## src/design/kvw_pkg.sv

```systemverilog
// Word-aligned APB map only; an all-zero seed gives all-zero masks; no real cipher datapath
package kvw_pkg;

  // ========================================
  // Widths
  // ========================================

  // Data, seed, mask and key word
  typedef logic [31:0] word_t;
  // APB byte address
  typedef logic [7:0]  paddr_t;
  // Vault entry and word within an entry
  typedef logic [2:0]  kv_entry_t;
  typedef logic [1:0]  kv_offset_t;
  // Word slot in a key, block or seed set
  typedef logic [1:0]  word_idx_t;

  localparam int unsigned KEY_WORDS  = 4;
  localparam int unsigned SEED_WORDS = 4;

  // xorshift128 start state, x in the low word, w in the high word
  localparam logic [127:0] PRNG_RESET_STATE = 128'h05491333_1F123BB5_159A55E5_075BCD15;

  // ========================================
  // Register map
  // ========================================
  localparam paddr_t REG_CTRL    = 8'h00;
  localparam paddr_t REG_STATUS  = 8'h04;
  localparam paddr_t REG_KV_CTRL = 8'h08;
  // Four-word banks, base of each
  localparam paddr_t REG_SEED    = 8'h10;
  localparam paddr_t REG_DATA    = 8'h20;
  localparam paddr_t REG_SHARE0  = 8'h30;
  localparam paddr_t REG_SHARE1  = 8'h40;

  // Field positions
  localparam int unsigned CTRL_START    = 0;
  localparam int unsigned KV_READ_EN    = 8;
  localparam int unsigned STS_BUSY      = 0;
  localparam int unsigned STS_KEY_VALID = 1;
  localparam int unsigned STS_SEEDED    = 2;
  localparam int unsigned STS_KV_ERR    = 3;
  localparam int unsigned STS_DONE      = 4;

  // ========================================
  // Codes and states
  // ========================================

  // Vault read result, busy while a fetch is in flight
  typedef enum logic [1:0] {
    KV_OK        = 2'd0,
    KV_READ_FAIL = 2'd1,
    KV_BUSY      = 2'd2
  } kv_err_e;

  typedef enum logic [1:0] {
    LD_IDLE,
    LD_READ,
    LD_DONE
  } loader_state_e;

  typedef enum logic {
    CORE_IDLE,
    CORE_RUN
  } core_state_e;

endpackage

```

## src/design/kvw_apb_regs.sv

```systemverilog
// APB without wait states; misaligned or unmapped accesses error, read-only writes are dropped
module kvw_apb_regs (
  input  logic               clk,
  input  logic               reset_n,
  // APB
  input  logic               psel_i,
  input  logic               penable_i,
  input  logic               pwrite_i,
  input  kvw_pkg::paddr_t    paddr_i,
  input  kvw_pkg::word_t     pwdata_i,
  output kvw_pkg::word_t     prdata_o,
  output logic               pready_o,
  output logic               pslverr_o,
  // Key loader
  output logic               load_o,
  output kvw_pkg::kv_entry_t entry_o,
  input  logic               loader_ready_i,
  input  logic               key_valid_i,
  input  logic               kv_err_i,
  // Mask generator
  output logic               seed_wr_o,
  output kvw_pkg::word_idx_t seed_idx_o,
  output kvw_pkg::word_t     seed_word_o,
  input  logic               seeded_i,
  // Whitening core
  output logic               start_o,
  output kvw_pkg::word_t     data_o [kvw_pkg::KEY_WORDS],
  input  logic               busy_i,
  input  logic               share_wr_i,
  input  kvw_pkg::word_idx_t share_idx_i,
  input  kvw_pkg::word_t     share0_i,
  input  kvw_pkg::word_t     share1_i,
  input  logic               done_i,
  // Level interrupts
  output logic               notif_o,
  output logic               error_o
);

  import kvw_pkg::*;

  logic      acc;
  logic      wr;
  logic      aligned;
  word_idx_t idx;
  logic      hit_ctrl;
  logic      hit_status;
  logic      hit_kv;
  logic      hit_seed;
  logic      hit_data;
  logic      hit_sh0;
  logic      hit_sh1;
  logic      mapped;
  logic      kv_wr_ok;
  word_t     status;
  word_t     share0_q [KEY_WORDS];
  word_t     share1_q [KEY_WORDS];

  // ========================================
  // Decode
  // ========================================

  // Transfer completes in the access phase
  assign acc     = psel_i & penable_i;
  assign wr      = acc & pwrite_i;
  assign aligned = (paddr_i[1:0] == 2'b00);
  // Word slot inside a four-word bank
  assign idx     = paddr_i[3:2];

  assign hit_ctrl   = (paddr_i == REG_CTRL);
  assign hit_status = (paddr_i == REG_STATUS);
  assign hit_kv     = (paddr_i == REG_KV_CTRL);
  assign hit_seed   = aligned & (paddr_i[7:4] == REG_SEED[7:4]);
  assign hit_data   = aligned & (paddr_i[7:4] == REG_DATA[7:4]);
  assign hit_sh0    = aligned & (paddr_i[7:4] == REG_SHARE0[7:4]);
  assign hit_sh1    = aligned & (paddr_i[7:4] == REG_SHARE1[7:4]);
  assign mapped     = hit_ctrl | hit_status | hit_kv | hit_seed | hit_data | hit_sh0 | hit_sh1;

  assign pready_o  = 1'b1;
  assign pslverr_o = acc & ~mapped;

  // ========================================
  // Commands
  // ========================================

  // Vault control frozen during a run or a fetch
  assign kv_wr_ok = wr & hit_kv & ~busy_i & loader_ready_i;

  always_ff @(posedge clk or negedge reset_n) begin
    if (!reset_n) begin
      entry_o <= '0;
      load_o  <= 1'b0;
    end else begin
      if (kv_wr_ok) begin
        entry_o <= pwdata_i[2:0];
      end
      // One cycle late so the loader sees the new entry
      load_o <= kv_wr_ok & pwdata_i[KV_READ_EN];
    end
  end

  // Start needs a clean key and an idle core
  assign start_o = wr & hit_ctrl & pwdata_i[CTRL_START] & key_valid_i & ~busy_i;

  // Seed words go straight to the generator
  assign seed_wr_o   = wr & hit_seed;
  assign seed_idx_o  = idx;
  assign seed_word_o = pwdata_i;

  // ========================================
  // Data and share banks
  // ========================================

  // Block words locked while the core reads them
  always_ff @(posedge clk) begin
    if (wr && hit_data && !busy_i) begin
      data_o[idx] <= pwdata_i;
    end
  end

  always_ff @(posedge clk) begin
    if (share_wr_i) begin
      share0_q[share_idx_i] <= share0_i;
      share1_q[share_idx_i] <= share1_i;
    end
  end

  // ========================================
  // Readback
  // ========================================
  always_comb begin
    status                = '0;
    status[STS_BUSY]      = busy_i;
    status[STS_KEY_VALID] = key_valid_i;
    status[STS_SEEDED]    = seeded_i;
    status[STS_KV_ERR]    = kv_err_i;
    status[STS_DONE]      = done_i;
  end

  // CTRL and SEED read as zero
  always_comb begin
    prdata_o = '0;
    if (hit_status) begin
      prdata_o = status;
    end else if (hit_kv) begin
      prdata_o = {29'd0, entry_o};
    end else if (hit_data) begin
      prdata_o = data_o[idx];
    end else if (hit_sh0) begin
      prdata_o = share0_q[idx];
    end else if (hit_sh1) begin
      prdata_o = share1_q[idx];
    end
  end

  // Interrupt levels follow the status bits
  assign notif_o = done_i;
  assign error_o = kv_err_i;

endmodule

```

## src/design/kvw_key_loader.sv

```systemverilog
// Vault must answer in the same cycle; one error on any word discards the whole key
module kvw_key_loader (
  input  logic                clk,
  input  logic                reset_n,
  input  logic                load_i,
  input  kvw_pkg::kv_entry_t  entry_i,
  // Vault read port
  output logic                kv_rd_req_o,
  output kvw_pkg::kv_entry_t  kv_rd_entry_o,
  output kvw_pkg::kv_offset_t kv_rd_offset_o,
  input  kvw_pkg::word_t      kv_rd_data_i,
  input  logic                kv_rd_err_i,
  // Status and key
  output logic                ready_o,
  output logic                key_valid_o,
  output logic                kv_err_o,
  output kvw_pkg::word_t      key_o [kvw_pkg::KEY_WORDS]
);

  import kvw_pkg::*;

  loader_state_e state_q;
  kv_offset_t    off_q;
  kv_entry_t     entry_q;
  kv_err_e       err_q;
  word_t         swz;
  logic          last;

  // Vault is big-endian against the engine
  assign swz  = {kv_rd_data_i[7:0], kv_rd_data_i[15:8],
                 kv_rd_data_i[23:16], kv_rd_data_i[31:24]};
  assign last = (off_q == kv_offset_t'(KEY_WORDS - 1));

  // ========================================
  // Fetch FSM
  // ========================================
  always_ff @(posedge clk or negedge reset_n) begin
    if (!reset_n) begin
      state_q <= LD_IDLE;
      off_q   <= '0;
      entry_q <= '0;
      err_q   <= KV_OK;
    end else begin
      case (state_q)
        LD_IDLE, LD_DONE: begin
          // New request drops the old key and error at once
          if (load_i) begin
            state_q <= LD_READ;
            off_q   <= '0;
            entry_q <= entry_i;
            err_q   <= KV_BUSY;
          end
        end
        LD_READ: begin
          off_q <= off_q + 1'b1;
          if (kv_rd_err_i) begin
            state_q <= LD_IDLE;
            err_q   <= KV_READ_FAIL;
          end else if (last) begin
            state_q <= LD_DONE;
            err_q   <= KV_OK;
          end
        end
        default: state_q <= LD_IDLE;
      endcase
    end
  end

  // Key word per read, wiped on a new request or a failed read
  always_ff @(posedge clk) begin
    if (load_i && ready_o) begin
      for (int i = 0; i < KEY_WORDS; i++) begin
        key_o[i] <= '0;
      end
    end else if (kv_rd_req_o && kv_rd_err_i) begin
      for (int i = 0; i < KEY_WORDS; i++) begin
        key_o[i] <= '0;
      end
    end else if (kv_rd_req_o) begin
      key_o[off_q] <= swz;
    end
  end

  assign kv_rd_req_o    = (state_q == LD_READ);
  assign kv_rd_entry_o  = entry_q;
  assign kv_rd_offset_o = off_q;
  assign ready_o        = (state_q != LD_READ);
  // Valid only after four clean words
  assign key_valid_o    = (state_q == LD_DONE);
  assign kv_err_o       = (err_q == KV_READ_FAIL);

endmodule

```

## src/design/kvw_mask_prng.sv

```systemverilog
// Masks repeat after reset until firmware seeds; an all-zero seed locks the output at zero
module kvw_mask_prng (
  input  logic               clk,
  input  logic               reset_n,
  input  logic               seed_wr_i,
  input  kvw_pkg::word_idx_t seed_idx_i,
  input  kvw_pkg::word_t     seed_word_i,
  input  logic               step_i,
  output kvw_pkg::word_t     mask_o,
  output logic               seeded_o
);

  import kvw_pkg::*;

  logic [SEED_WORDS-1:0] seed_vld_q;
  logic [SEED_WORDS-1:0] seed_hit;
  logic                  reseed;
  word_t                 seed_q [SEED_WORDS];
  // x, y, z, w from low to high
  word_t                 st_q [SEED_WORDS];
  word_t                 t;
  word_t                 w_next;

  // ========================================
  // Seed tracking
  // ========================================
  assign seed_hit = seed_wr_i ? (SEED_WORDS'(1) << seed_idx_i) : '0;
  // Full set written since the last reseed
  assign reseed   = &seed_vld_q;

  // A write landing on the reseed cycle is not counted
  always_ff @(posedge clk or negedge reset_n) begin
    if (!reset_n) begin
      seed_vld_q <= '0;
    end else begin
      seed_vld_q <= reseed ? '0 : (seed_vld_q | seed_hit);
    end
  end

  always_ff @(posedge clk) begin
    if (seed_wr_i) begin
      seed_q[seed_idx_i] <= seed_word_i;
    end
  end

  // ========================================
  // xorshift128
  // ========================================
  assign t      = st_q[0] ^ (st_q[0] << 11);
  assign w_next = st_q[3] ^ (st_q[3] >> 19) ^ t ^ (t >> 8);

  // Reseed wins over a step in the same cycle
  always_ff @(posedge clk or negedge reset_n) begin
    if (!reset_n) begin
      for (int i = 0; i < SEED_WORDS; i++) begin
        st_q[i] <= PRNG_RESET_STATE[32*i +: 32];
      end
      seeded_o <= 1'b0;
    end else if (reseed) begin
      for (int i = 0; i < SEED_WORDS; i++) begin
        st_q[i] <= seed_q[i];
      end
      seeded_o <= 1'b1;
    end else if (step_i) begin
      st_q[0] <= st_q[1];
      st_q[1] <= st_q[2];
      st_q[2] <= st_q[3];
      st_q[3] <= w_next;
    end
  end

  // Newest word
  assign mask_o = st_q[3];

endmodule

```

## src/design/kvw_top.sv

```systemverilog
// Vault port is combinational; start to done readable takes 5 cycles
module kvw_top (
  input  logic                clk,
  input  logic                reset_n,
  // APB
  input  logic                psel_i,
  input  logic                penable_i,
  input  logic                pwrite_i,
  input  kvw_pkg::paddr_t     paddr_i,
  input  kvw_pkg::word_t      pwdata_i,
  output kvw_pkg::word_t      prdata_o,
  output logic                pready_o,
  output logic                pslverr_o,
  // Vault read port
  output logic                kv_rd_req_o,
  output kvw_pkg::kv_entry_t  kv_rd_entry_o,
  output kvw_pkg::kv_offset_t kv_rd_offset_o,
  input  kvw_pkg::word_t      kv_rd_data_i,
  input  logic                kv_rd_err_i,
  // Status and interrupts
  output logic                busy_o,
  output logic                notif_o,
  output logic                error_o
);

  import kvw_pkg::*;

  // Regs and loader
  logic      load;
  kv_entry_t entry;
  logic      loader_ready;
  logic      key_valid;
  logic      kv_err;
  word_t     key [KEY_WORDS];
  // Regs and generator
  logic      seed_wr;
  word_idx_t seed_idx;
  word_t     seed_word;
  logic      seeded;
  // Regs, core and generator
  logic      start;
  word_t     data [KEY_WORDS];
  logic      share_wr;
  word_idx_t share_idx;
  word_t     share0;
  word_t     share1;
  logic      done;
  logic      step;
  word_t     mask;

  kvw_apb_regs u_regs (
    .clk            (clk),
    .reset_n        (reset_n),
    .psel_i         (psel_i),
    .penable_i      (penable_i),
    .pwrite_i       (pwrite_i),
    .paddr_i        (paddr_i),
    .pwdata_i       (pwdata_i),
    .prdata_o       (prdata_o),
    .pready_o       (pready_o),
    .pslverr_o      (pslverr_o),
    .load_o         (load),
    .entry_o        (entry),
    .loader_ready_i (loader_ready),
    .key_valid_i    (key_valid),
    .kv_err_i       (kv_err),
    .seed_wr_o      (seed_wr),
    .seed_idx_o     (seed_idx),
    .seed_word_o    (seed_word),
    .seeded_i       (seeded),
    .start_o        (start),
    .data_o         (data),
    .busy_i         (busy_o),
    .share_wr_i     (share_wr),
    .share_idx_i    (share_idx),
    .share0_i       (share0),
    .share1_i       (share1),
    .done_i         (done),
    .notif_o        (notif_o),
    .error_o        (error_o)
  );

  kvw_key_loader u_loader (
    .clk            (clk),
    .reset_n        (reset_n),
    .load_i         (load),
    .entry_i        (entry),
    .kv_rd_req_o    (kv_rd_req_o),
    .kv_rd_entry_o  (kv_rd_entry_o),
    .kv_rd_offset_o (kv_rd_offset_o),
    .kv_rd_data_i   (kv_rd_data_i),
    .kv_rd_err_i    (kv_rd_err_i),
    .ready_o        (loader_ready),
    .key_valid_o    (key_valid),
    .kv_err_o       (kv_err),
    .key_o          (key)
  );

  kvw_mask_prng u_prng (
    .clk         (clk),
    .reset_n     (reset_n),
    .seed_wr_i   (seed_wr),
    .seed_idx_i  (seed_idx),
    .seed_word_i (seed_word),
    .step_i      (step),
    .mask_o      (mask),
    .seeded_o    (seeded)
  );

  kvw_whiten_core u_core (
    .clk         (clk),
    .reset_n     (reset_n),
    .start_i     (start),
    .data_i      (data),
    .key_i       (key),
    .mask_i      (mask),
    .step_o      (step),
    .busy_o      (busy_o),
    .share_wr_o  (share_wr),
    .share_idx_o (share_idx),
    .share0_o    (share0),
    .share1_o    (share1),
    .done_o      (done)
  );

endmodule

```

## src/design/kvw_whiten_core.sv

```systemverilog
// Data and key must stay stable for the whole run; the register block enforces this
module kvw_whiten_core (
  input  logic               clk,
  input  logic               reset_n,
  input  logic               start_i,
  input  kvw_pkg::word_t     data_i [kvw_pkg::KEY_WORDS],
  input  kvw_pkg::word_t     key_i [kvw_pkg::KEY_WORDS],
  input  kvw_pkg::word_t     mask_i,
  output logic               step_o,
  output logic               busy_o,
  output logic               share_wr_o,
  output kvw_pkg::word_idx_t share_idx_o,
  output kvw_pkg::word_t     share0_o,
  output kvw_pkg::word_t     share1_o,
  output logic               done_o
);

  import kvw_pkg::*;

  core_state_e state_q;
  word_idx_t   idx_q;
  logic        last;

  assign last = (idx_q == word_idx_t'(KEY_WORDS - 1));

  // ========================================
  // Block FSM
  // ========================================
  always_ff @(posedge clk or negedge reset_n) begin
    if (!reset_n) begin
      state_q <= CORE_IDLE;
      idx_q   <= '0;
      done_o  <= 1'b0;
    end else begin
      case (state_q)
        CORE_IDLE: begin
          // Accepted start clears the previous done
          if (start_i) begin
            state_q <= CORE_RUN;
            idx_q   <= '0;
            done_o  <= 1'b0;
          end
        end
        CORE_RUN: begin
          idx_q <= idx_q + 1'b1;
          // Done with the last share pair
          if (last) begin
            state_q <= CORE_IDLE;
            done_o  <= 1'b1;
          end
        end
        default: state_q <= CORE_IDLE;
      endcase
    end
  end

  // ========================================
  // Share pair
  // ========================================
  assign busy_o      = (state_q == CORE_RUN);
  assign share_wr_o  = busy_o;
  assign share_idx_o = idx_q;
  // XOR of the two shares gives data XOR key
  assign share0_o    = data_i[idx_q] ^ key_i[idx_q] ^ mask_i;
  assign share1_o    = mask_i;
  // Fresh mask for every word
  assign step_o      = busy_o;

endmodule

```

## config.mk

```make
export PLATFORM = sky130hd
export DESIGN_NAME = kvw_top
export DESIGN_NICKNAME = d
export VERILOG_FILES = /design/src/design/kvw_pkg.sv /design/src/design/kvw_apb_regs.sv /design/src/design/kvw_key_loader.sv /design/src/design/kvw_mask_prng.sv /design/src/design/kvw_top.sv /design/src/design/kvw_whiten_core.sv
export SDC_FILE = /design/constraint.sdc
export NUM_CORES = 1
export LEC_CHECK = 0
export ABC_CLOCK_PERIOD_IN_PS = 5600
export BUFFER_PORTS_ARGS = -buffer_cell sky130_fd_sc_hd__buf_2
export CAP_MARGIN = 10
export CORE_UTILIZATION = 31
export DETAILED_ROUTE_END_ITERATION = 6
export PLACE_DENSITY = 0.58
export SLEW_MARGIN = 20
export SYNTH_ARGS = -nofsm -noshare
export SYNTH_HDL_FRONTEND = slang
export SYNTH_HIERARCHICAL = 1
export SYNTH_SLANG_ARGS = --single-unit
```

## constraint.sdc

```tcl
create_clock -name clk -period 5.6 [get_ports clk]
set_input_delay 0 -clock clk [delete_from_list [all_inputs] [get_ports clk]]
set_output_delay 0 -clock clk [all_outputs]
set_load 0.005 [all_outputs]
```

==> results.py, run 1 <==
metrics = {
    "run": {
        "drv_cap": 0,
    },
    "clock_network": {
        "clock_sinks": 790,
        "clock_latency_ns": 0.63,
        "cts_tree": "built",
        "htreeDepth": 3,
        "clock-root-buffer": "clkbuf_16",
        "clk_pin_slew_ns": 0.06,
        "cts_buffer_depth": 3,
        "cts_inserted_buffers": 82,
    },
    "logic_synthesis": {
        "netlist_area_sq_um": 34400,
        "syn_nets": 2485,
        "synth_top_area_cell": "edfxtp_1",
        "seq_area_frac_synth_pct": 63.3,
        "yosys-top-cells-count": "edfxtp_1, nand2_1, mux4_2",
        "synth-edff-count": 512,
        "yosysUniqueCellTypes": 63,
        "synthFlopType": "edfxtp_1",
        "syn_area_per_cell_sq_um": 14.3,
        "synth_area_leaders": "edfxtp_1, mux4_2, dfxtp_1, dfrtp_1, dfstp_2",
        "synth_seq_cells": 790,
        "synth.most_common_cell": "edfxtp_1",
        "synthArstFlopShare_pct": 19.0,
        "synth_warnings": 6,
        "synth_top_area_share_pct": 44.7,
        "syn_inst": 2402,
    },
    "hold_path": {
        "hold_path_class": "input port to flop",
    },
    "final_layout": {
        "multiInputGateArea_sq_um": 11000,
        "regArea_sq_um": 21800,
        "nFillCells": 10400,
        "nets": 2549,
        "finalNonFillerCells": 4013,
        "drive_gt1_share_pct": 23.6,
        "syn2layout_area_growth_pct": 13.6,
    },
    "setup_path": {
        "path_class": "input port to flop",
        "cp-end-kind": "flop",
        "cp.arrival_ns": 3.24,
        "cp_data_required_time_ns": 5.88,
        "start_kind": "input port",
        "worst-path-max-fanout": 33,
    },
    "place": {
        "gp_congestion": 0.754,
        "portBuffers": 119,
        "hpwlAfterDp_mm": 55.5,
        "place_inst": 3789,
    },
    "die": {
        "io_pins": 121,
        "fp.dieArea_sq_um": 112000,
        "initial_core_util_pct": 31.4,
        "fp.coreArea_sq_um": 109000,
        "die_height_microns": 335,
        "chipWidth_microns": 335,
        "rows": 121,
    },
    "routing": {
        "drtIter0Drc": 1990,
        "wl_per_cell_microns": 22.9,
        "vias_per_cell": 4.96,
        "drt-total-wl_mm": 91.9,
        "num_vias": 19900,
        "drc": 0,
        "dr.pass1.iters": 5,
        "ant_nets": 0,
    },
    "timing": {
        "grt_setup_unrepaired": "false",
        "fin_crit_ns": 2.96,
        "worst_pin_slew_ns": 1.11,
        "setup_violations": 0,
        "fmax_mhz": 338,
        "hold_violations": 0,
        "relSlewSlack_pct": 26.0,
        "clock_skew_ns": 0.0204,
        "finalCritPeriodShare_pct": 52.9,
        "tns_ns": 0,
        "timing.final.max_slew_violations": 0,
    },
    "pwr": {
        "peakVddDrop_v": 0.000276,
        "p_leak_nw": 13.7,
        "powerDensity_nw_per_um2": 315,
    },
    "global_route": {
        "grt_pass1_vias": 19800,
        "grt_pass1_wl_mm": 135,
        "grt_usage_pct": 16.3,
        "grt_max_degree": 117,
        "antenna_found_initial": 5,
        "grt-ovfl-total": 0,
    },
    "status": {
        "status": "completed",
    },
}
[routing by layer]
metal | vias up | wire (microns) | global-route usage [%]
li1 | 8846 | - | -
met1 | 10200 | 41400 | 23.2
met2 | 714 | 41900 | 25.3
met3 | 132 | 6470 | 3.40
met4 | 2 | 2200 | 4.18
met5 | - | 12 | 0
[per-stage QoR]
| stage | setup WS, ns | instance area, sq um | hold WS (ns) | total power, mW | utilization (%) |
|---|---|---|---|---|---|
| final | 2.64 | 39100 | 0.0772 | 12.3 | 35.7 |
| after global routing | 2.54 | 39100 | 0.110 | 12.7 | 35.7 |
| after CTS | 2.68 | 39100 | 0.0369 | 12.4 | 35.7 |
| after detailed placement | 2.58 | 35600 | 0.0686 | 6.80 | 32.5 |
| after global placement | 2.59 | 35600 | 0.0495 | 6.79 | 32.5 |
| after floorplan | 1.71 | 34400 | -0.296 | 6.64 | - |
[power breakdown]
group          internal, mW  switching [mW]  leakage (nW)
combinational         0.183           0.239          4.49
sequential             6.26          0.0349          7.86
clock                  3.31            2.29          1.35
[logic make-up (layout without fill, tap and decap cells)]
kind of cell    count (synthesis)  after routing  share of synthesized area, %
xor+xnor                      134            134                          3.95
buf+inv                       262            396                          5.10
other cells                     1              2                        0.0109
simple gates                  602            602                          7.80
fa+ha+maj                       5              5                         0.182
flops                         790            790                          63.3
compound gates                331            331                          5.88
mux                           277            277                          13.8
[critical path, cell delays in order]
cell           delay [ns]
dlygate4sd3_1        0.54
buf_2                0.17
inv_1                0.06
buf_4                0.48
nand3_2              0.12
buf_4                0.35
nand2b_1             0.38
nor2_4               0.61
buf_4                0.48
[sequential cells by signal (all words and copies together) (netlist names), 4 cells and up]
signal	cells
u_prng/st_q	96
u_regs/share1_q	128
u_regs/share0_q	128
u_loader/key_o	128
u_prng/seed_vld_q	4
u_prng/mask_o	32
u_prng/seed_q	128
u_regs/data_o	128
[path summary, 6_finish.rpt]
path                                                start  slack, ns  cells after the start                              end
max                                            paddr_i[4]       2.64                      9      u_regs/data_o[12]$_DFFE_PP_
min                                            paddr_i[7]       0.08                      6        u_core/done_o$_DFFE_PN0P_
max reg2reg                       u_core/busy_o$_DFF_PN0_       2.80                      2  u_regs/share0_q[1][1]$_DFFE_PP_
min reg2reg                u_prng/seed_q[3][11]$_DFFE_PP_       0.44                      1    u_prng/mask_o[11]$_DFFE_PN0P_
max in group asynchronous                         reset_n       4.12                      4      u_prng/st_q[78]$_DFFE_PN1P_
min in group asynchronous                         reset_n       0.47                      3      u_prng/st_q[63]$_DFFE_PN0P_
[repair_timing]
action / in CTS / in global routing
hold buffers: 69 / 0
resized for setup: 0 / 0
hold endpoints to repair: 464 / 0
endpoints found under the setup margin: 0 / 0
setup buffers: 0 / 0
[area by class of cell]
type / instances / area share [%]
Sequential cell: 790 / 55.7
Multi-Input combinational cell: 1350 / 28.1
Clock buffer: 123 / 6.05
Tap cell: 1476 / 4.73
Timing Repair Buffer: 228 / 4.27
Clock inverter: 31 / 1.03
Inverter: 14 / 0.134
Antenna cell: 1 / 0.00640
[layout by cell type, fill, tap and decap left out, types with 8 or more instances in the layout]
cell / instances
a21oi_1: 125
a21oi_2: 22
buf_2: 116
buf_4: 37
bufinv_16: 8
clkbuf_1: 28
clkbuf_16: 85
clkbuf_8: 9
clkinv_2: 11
dfrtp_1: 86
dfstp_2: 61
dfxtp_1: 128
dlygate4sd3_1: 68
edfxtp_1: 512
inv_1: 14
mux2_2: 18
mux2i_1: 100
mux4_2: 155
nand2_1: 407
nand2b_1: 8
nand3b_1: 12
nand4b_1: 10
nor2_1: 73
nor2b_1: 30
nor3b_1: 17
o211ai_1: 12
o21ai_0: 113
o221a_1: 15
o221a_2: 11
o22ai_1: 10
xnor2_1: 85
xnor2_2: 17
xor2_1: 28
No activity file was read; power rests on OpenSTA's default activity.
==> inputs of run 2 (changes only) <==
- ABC_AREA: not set -> 1
- ABC_CLOCK_PERIOD_IN_PS: 5600 -> 2700
- clock period: 5.6 -> 2.7 ns (I/O delays scaled with it)
==> run 2 against run 1 <==
  * Via count is 39% higher
  * Clock power is 110% higher
  * Utilization is 0.37 points higher
  * Hold slack worse by 0.026 ns
  * Die area is 4.8% higher
  * Routed wire length is 21% higher
  * Register-to-register slack worse by 2.5 ns
  * Final area is 6.0% higher
  * Critical endpoint is now prdata_o[0]
  * Clock skew is 0.018 ns higher
  * Critical path depth is 2 higher
  * Worst setup slack worse by 2.5 ns
==> results.py, run 2 <==
metrics = {
    "status": {
        "status": "completed",
    },
    "die": {
        "fp.coreArea_sq_um": 115000,
        "initial_core_util_pct": 31.4,
        "io_pins": 121,
        "chipWidth_microns": 343,
        "die_height_microns": 343,
        "rows": 124,
        "fp.dieArea_sq_um": 118000,
    },
    "pwr": {
        "combinationalPowerShare_pct": 5.9,
        "p_clk_share_pct": 44.4,
        "p_sw_mw": 6.17,
        "p_leak_nw": 16.6,
        "powerDensity_nw_per_um2": 636,
        "switching_share_pct": 23.4,
        "p_int_mw": 20.2,
        "peakVddDrop_v": 0.000398,
        "p_seq_share_pct": 49.7,
    },
    "timing": {
        "tns_ns": 0,
        "fin_crit_ns": 2.59,
        "fmax_mhz": 387,
        "finalCritPeriodShare_pct": 95.8,
        "timing.final.max_slew_violations": 0,
        "clock_skew_ns": 0.0386,
        "setup_violations": 0,
        "grt_setup_unrepaired": "false",
        "whs_ns": 0.0514,
        "relSlewSlack_pct": 47.3,
        "worst_pin_slew_ns": 0.791,
        "hold_violations": 0,
    },
    "logic_synthesis": {
        "synth_top_area_cell": "edfxtp_1",
        "synth.most_common_cell": "nand2_1",
        "synth_top_family_by_area": "simple AND/OR/NAND/NOR gates",
        "synthMuxAreaShare_pct": 0,
        "synth_xor_area_share_pct": 0.510,
        "synth_seq_cells": 790,
        "syn_area_per_cell_sq_um": 9.05,
        "netlist_area_sq_um": 36100,
        "synth-edff-count": 512,
        "seq_area_frac_synth_pct": 60.4,
        "synth_area_leaders": "edfxtp_1, nand2_1, nand3_1, dfxtp_1, dfrtp_1",
        "yosysUniqueCellTypes": 34,
        "synth_compound_area_share_pct": 3.17,
        "synthFlopType": "edfxtp_1",
        "synth_warnings": 6,
        "synthAdderAreaFrac_pct": 0.174,
        "synthSimpleGateAreaFrac_pct": 28.7,
        "syn_nets": 4065,
        "syn_inst": 3982,
        "synth_top_area_share_pct": 42.6,
        "yosys-top-cells-count": "nand2_1, nand3_1, edfxtp_1",
        "synthArstFlopShare_pct": 19.0,
    },
    "global_route": {
        "grt_pass1_wl_mm": 165,
        "grt-ovfl-total": 0,
        "grt_usage_pct": 18.6,
        "grt_pass1_vias": 25500,
        "grt_max_degree": 137,
        "antenna_found_initial": 10,
    },
    "clock_network": {
        "clock-root-buffer": "clkbuf_16",
        "cts_inserted_buffers": 86,
        "clock_latency_ns": 0.66,
        "cts_tree": "built",
        "clock_sinks": 790,
        "htreeDepth": 3,
        "clk_pin_slew_ns": 0.06,
        "cts_buffer_depth": 3,
    },
    "routing": {
        "ant_nets": 0,
        "num_vias": 27700,
        "dr.pass1.iters": 5,
        "vias_per_cell": 4.93,
        "drt-total-wl_mm": 111,
        "drc": 0,
        "drtIter0Drc": 2926,
        "wl_per_cell_microns": 19.8,
    },
    "place": {
        "gp_congestion": 0.892,
        "hpwlAfterDp_mm": 70.5,
        "dpl_cell_area_sq_um": 37800,
        "place_inst": 5377,
        "portBuffers": 119,
    },
    "setup_path": {
        "worst-path-max-fanout": 6,
        "path_class": "input port to primary output",
        "cp-end-kind": "primary output",
        "reg2reg_depth": 8,
        "start_kind": "input port",
        "cp_data_required_time_ns": 2.70,
        "cp.arrival_ns": 2.59,
        "rrSetupSlack_ns": 0.33,
        "r2r_end": "u_loader/key_o[123]$_SDFFE_PP0P_",
        "r2r-start": "u_loader/state_q[0]$_DFFE_PN0P_",
    },
    "final_layout": {
        "drive_gt1_share_pct": 11.8,
        "final_cell_mix": "nand2_1, nand3_1, edfxtp_1, nor2_1, inv_1",
        "nFillCells": 11500,
        "final_cell_area_sq_um": 41400,
        "final_common_cell": "nand2_1",
        "finalNonFillerCells": 5618,
        "nets": 4109,
        "syn2layout_area_growth_pct": 14.9,
    },
    "hold_path": {
        "min_from": "paddr_i[4]",
        "min_to": "u_regs/entry_o[1]$_DFFE_PN0P_",
        "hold_path_class": "input port to flop",
        "whs_path_depth": 7,
    },
    "run": {
        "drv_cap": 0,
    },
}
[run 2: cell count changes in the layout (fill, tap and decap cells not counted), moves of 80 or more]
cell / delta
nand2_1: +1005
nand3_1: +605
nor2_1: +187
mux2i_1: -100
inv_1: +168
mux4_2: -155
o21ai_0: -80
[run 2: area by class of cell]
class | count | area (sq um) | share of cell area [%]
diodes | 7 | 17.5 | 0.0423
clock buffers | 120 | 2370 | 5.72
clock inverters | 41 | 440 | 1.06
inverters | 190 | 718 | 1.73
multi-input cells | 2689 | 11900 | 28.7
flip-flops and latches | 790 | 21800 | 52.6
well taps | 1512 | 1890 | 4.57
repair buffers | 269 | 2300 | 5.54
[run 2: worst max-delay path, stage by stage]
cell           delay, ns
dlygate4sd3_1       0.53
buf_2               0.12
nor2_2              0.18
dlygate4sd3_1       0.60
nand4_1             0.08
buf_4               0.20
nor2_2              0.14
buf_4               0.20
nand2_1             0.16
nand3_1             0.21
buf_2               0.15
[run 2: kinds of logic after synthesis]
group / after synthesis
AOI/OAI and AO/OA: 214
xor gates and xnor gates: 21
adders and majority gates: 5
buffers and inverters: 503
DFF: 790
other: 1
and+or+nand+nor: 2448
[run 2: per-layer routing]
layer	share of wire, %	global-route usage [%]
met5	0.0090	0
met4	3.1	6.06
met3	7.0	2.56
met2	45	28.7
met1	45	26.7
[run 2: timing repair]
| item | CTS | global route |
|---|---|---|
| hold endpoints to repair | 505 | 0 |
| resized for setup | 0 | 2 |
| hold buffers | 73 | 0 |
| setup endpoints to repair | 0 | 2 |
| buffers inserted | 0 | 0 |
[run 2: worst max path at each step]
stage,start,to,slack (ns)
after global placement,paddr_i[7],u_prng/seed_q[2][14]$_DFFE_PP_,0.59
after floorplan,u_core/busy_o$_DFF_PN0_,u_regs/share0_q[0][0]$_DFFE_PP_,-0.97
after detailed placement,paddr_i[7],u_regs/data_o[76]$_DFFE_PP_,0.52
after CTS,paddr_i[0],prdata_o[3],0.03
after global routing,paddr_i[0],prdata_o[0],0.03
final,paddr_i[0],prdata_o[0],0.11
[run 2: power by group through the flow]
stage	clock, mW	sequential [mW]	combinational [mW]
CTS	11.9	13.1	1.55
global placement	0	13.4	1.43
finish	11.7	13.1	1.55
floorplan	0	13.3	0.808
global route	12.4	13.1	1.69
detailed placement	0	13.3	1.45
[run 2: stage by stage]
step | power [mW] | setup WS, ns | util [%]
floorplan | 14.1 | -0.967 | -
global placement | 14.8 | 0.591 | 33.0
detailed placement | 14.8 | 0.524 | 33.0
CTS | 26.5 | 0.0347 | 36.1
global route | 27.2 | 0.0324 | 36.1
finish | 26.3 | 0.113 | 36.1
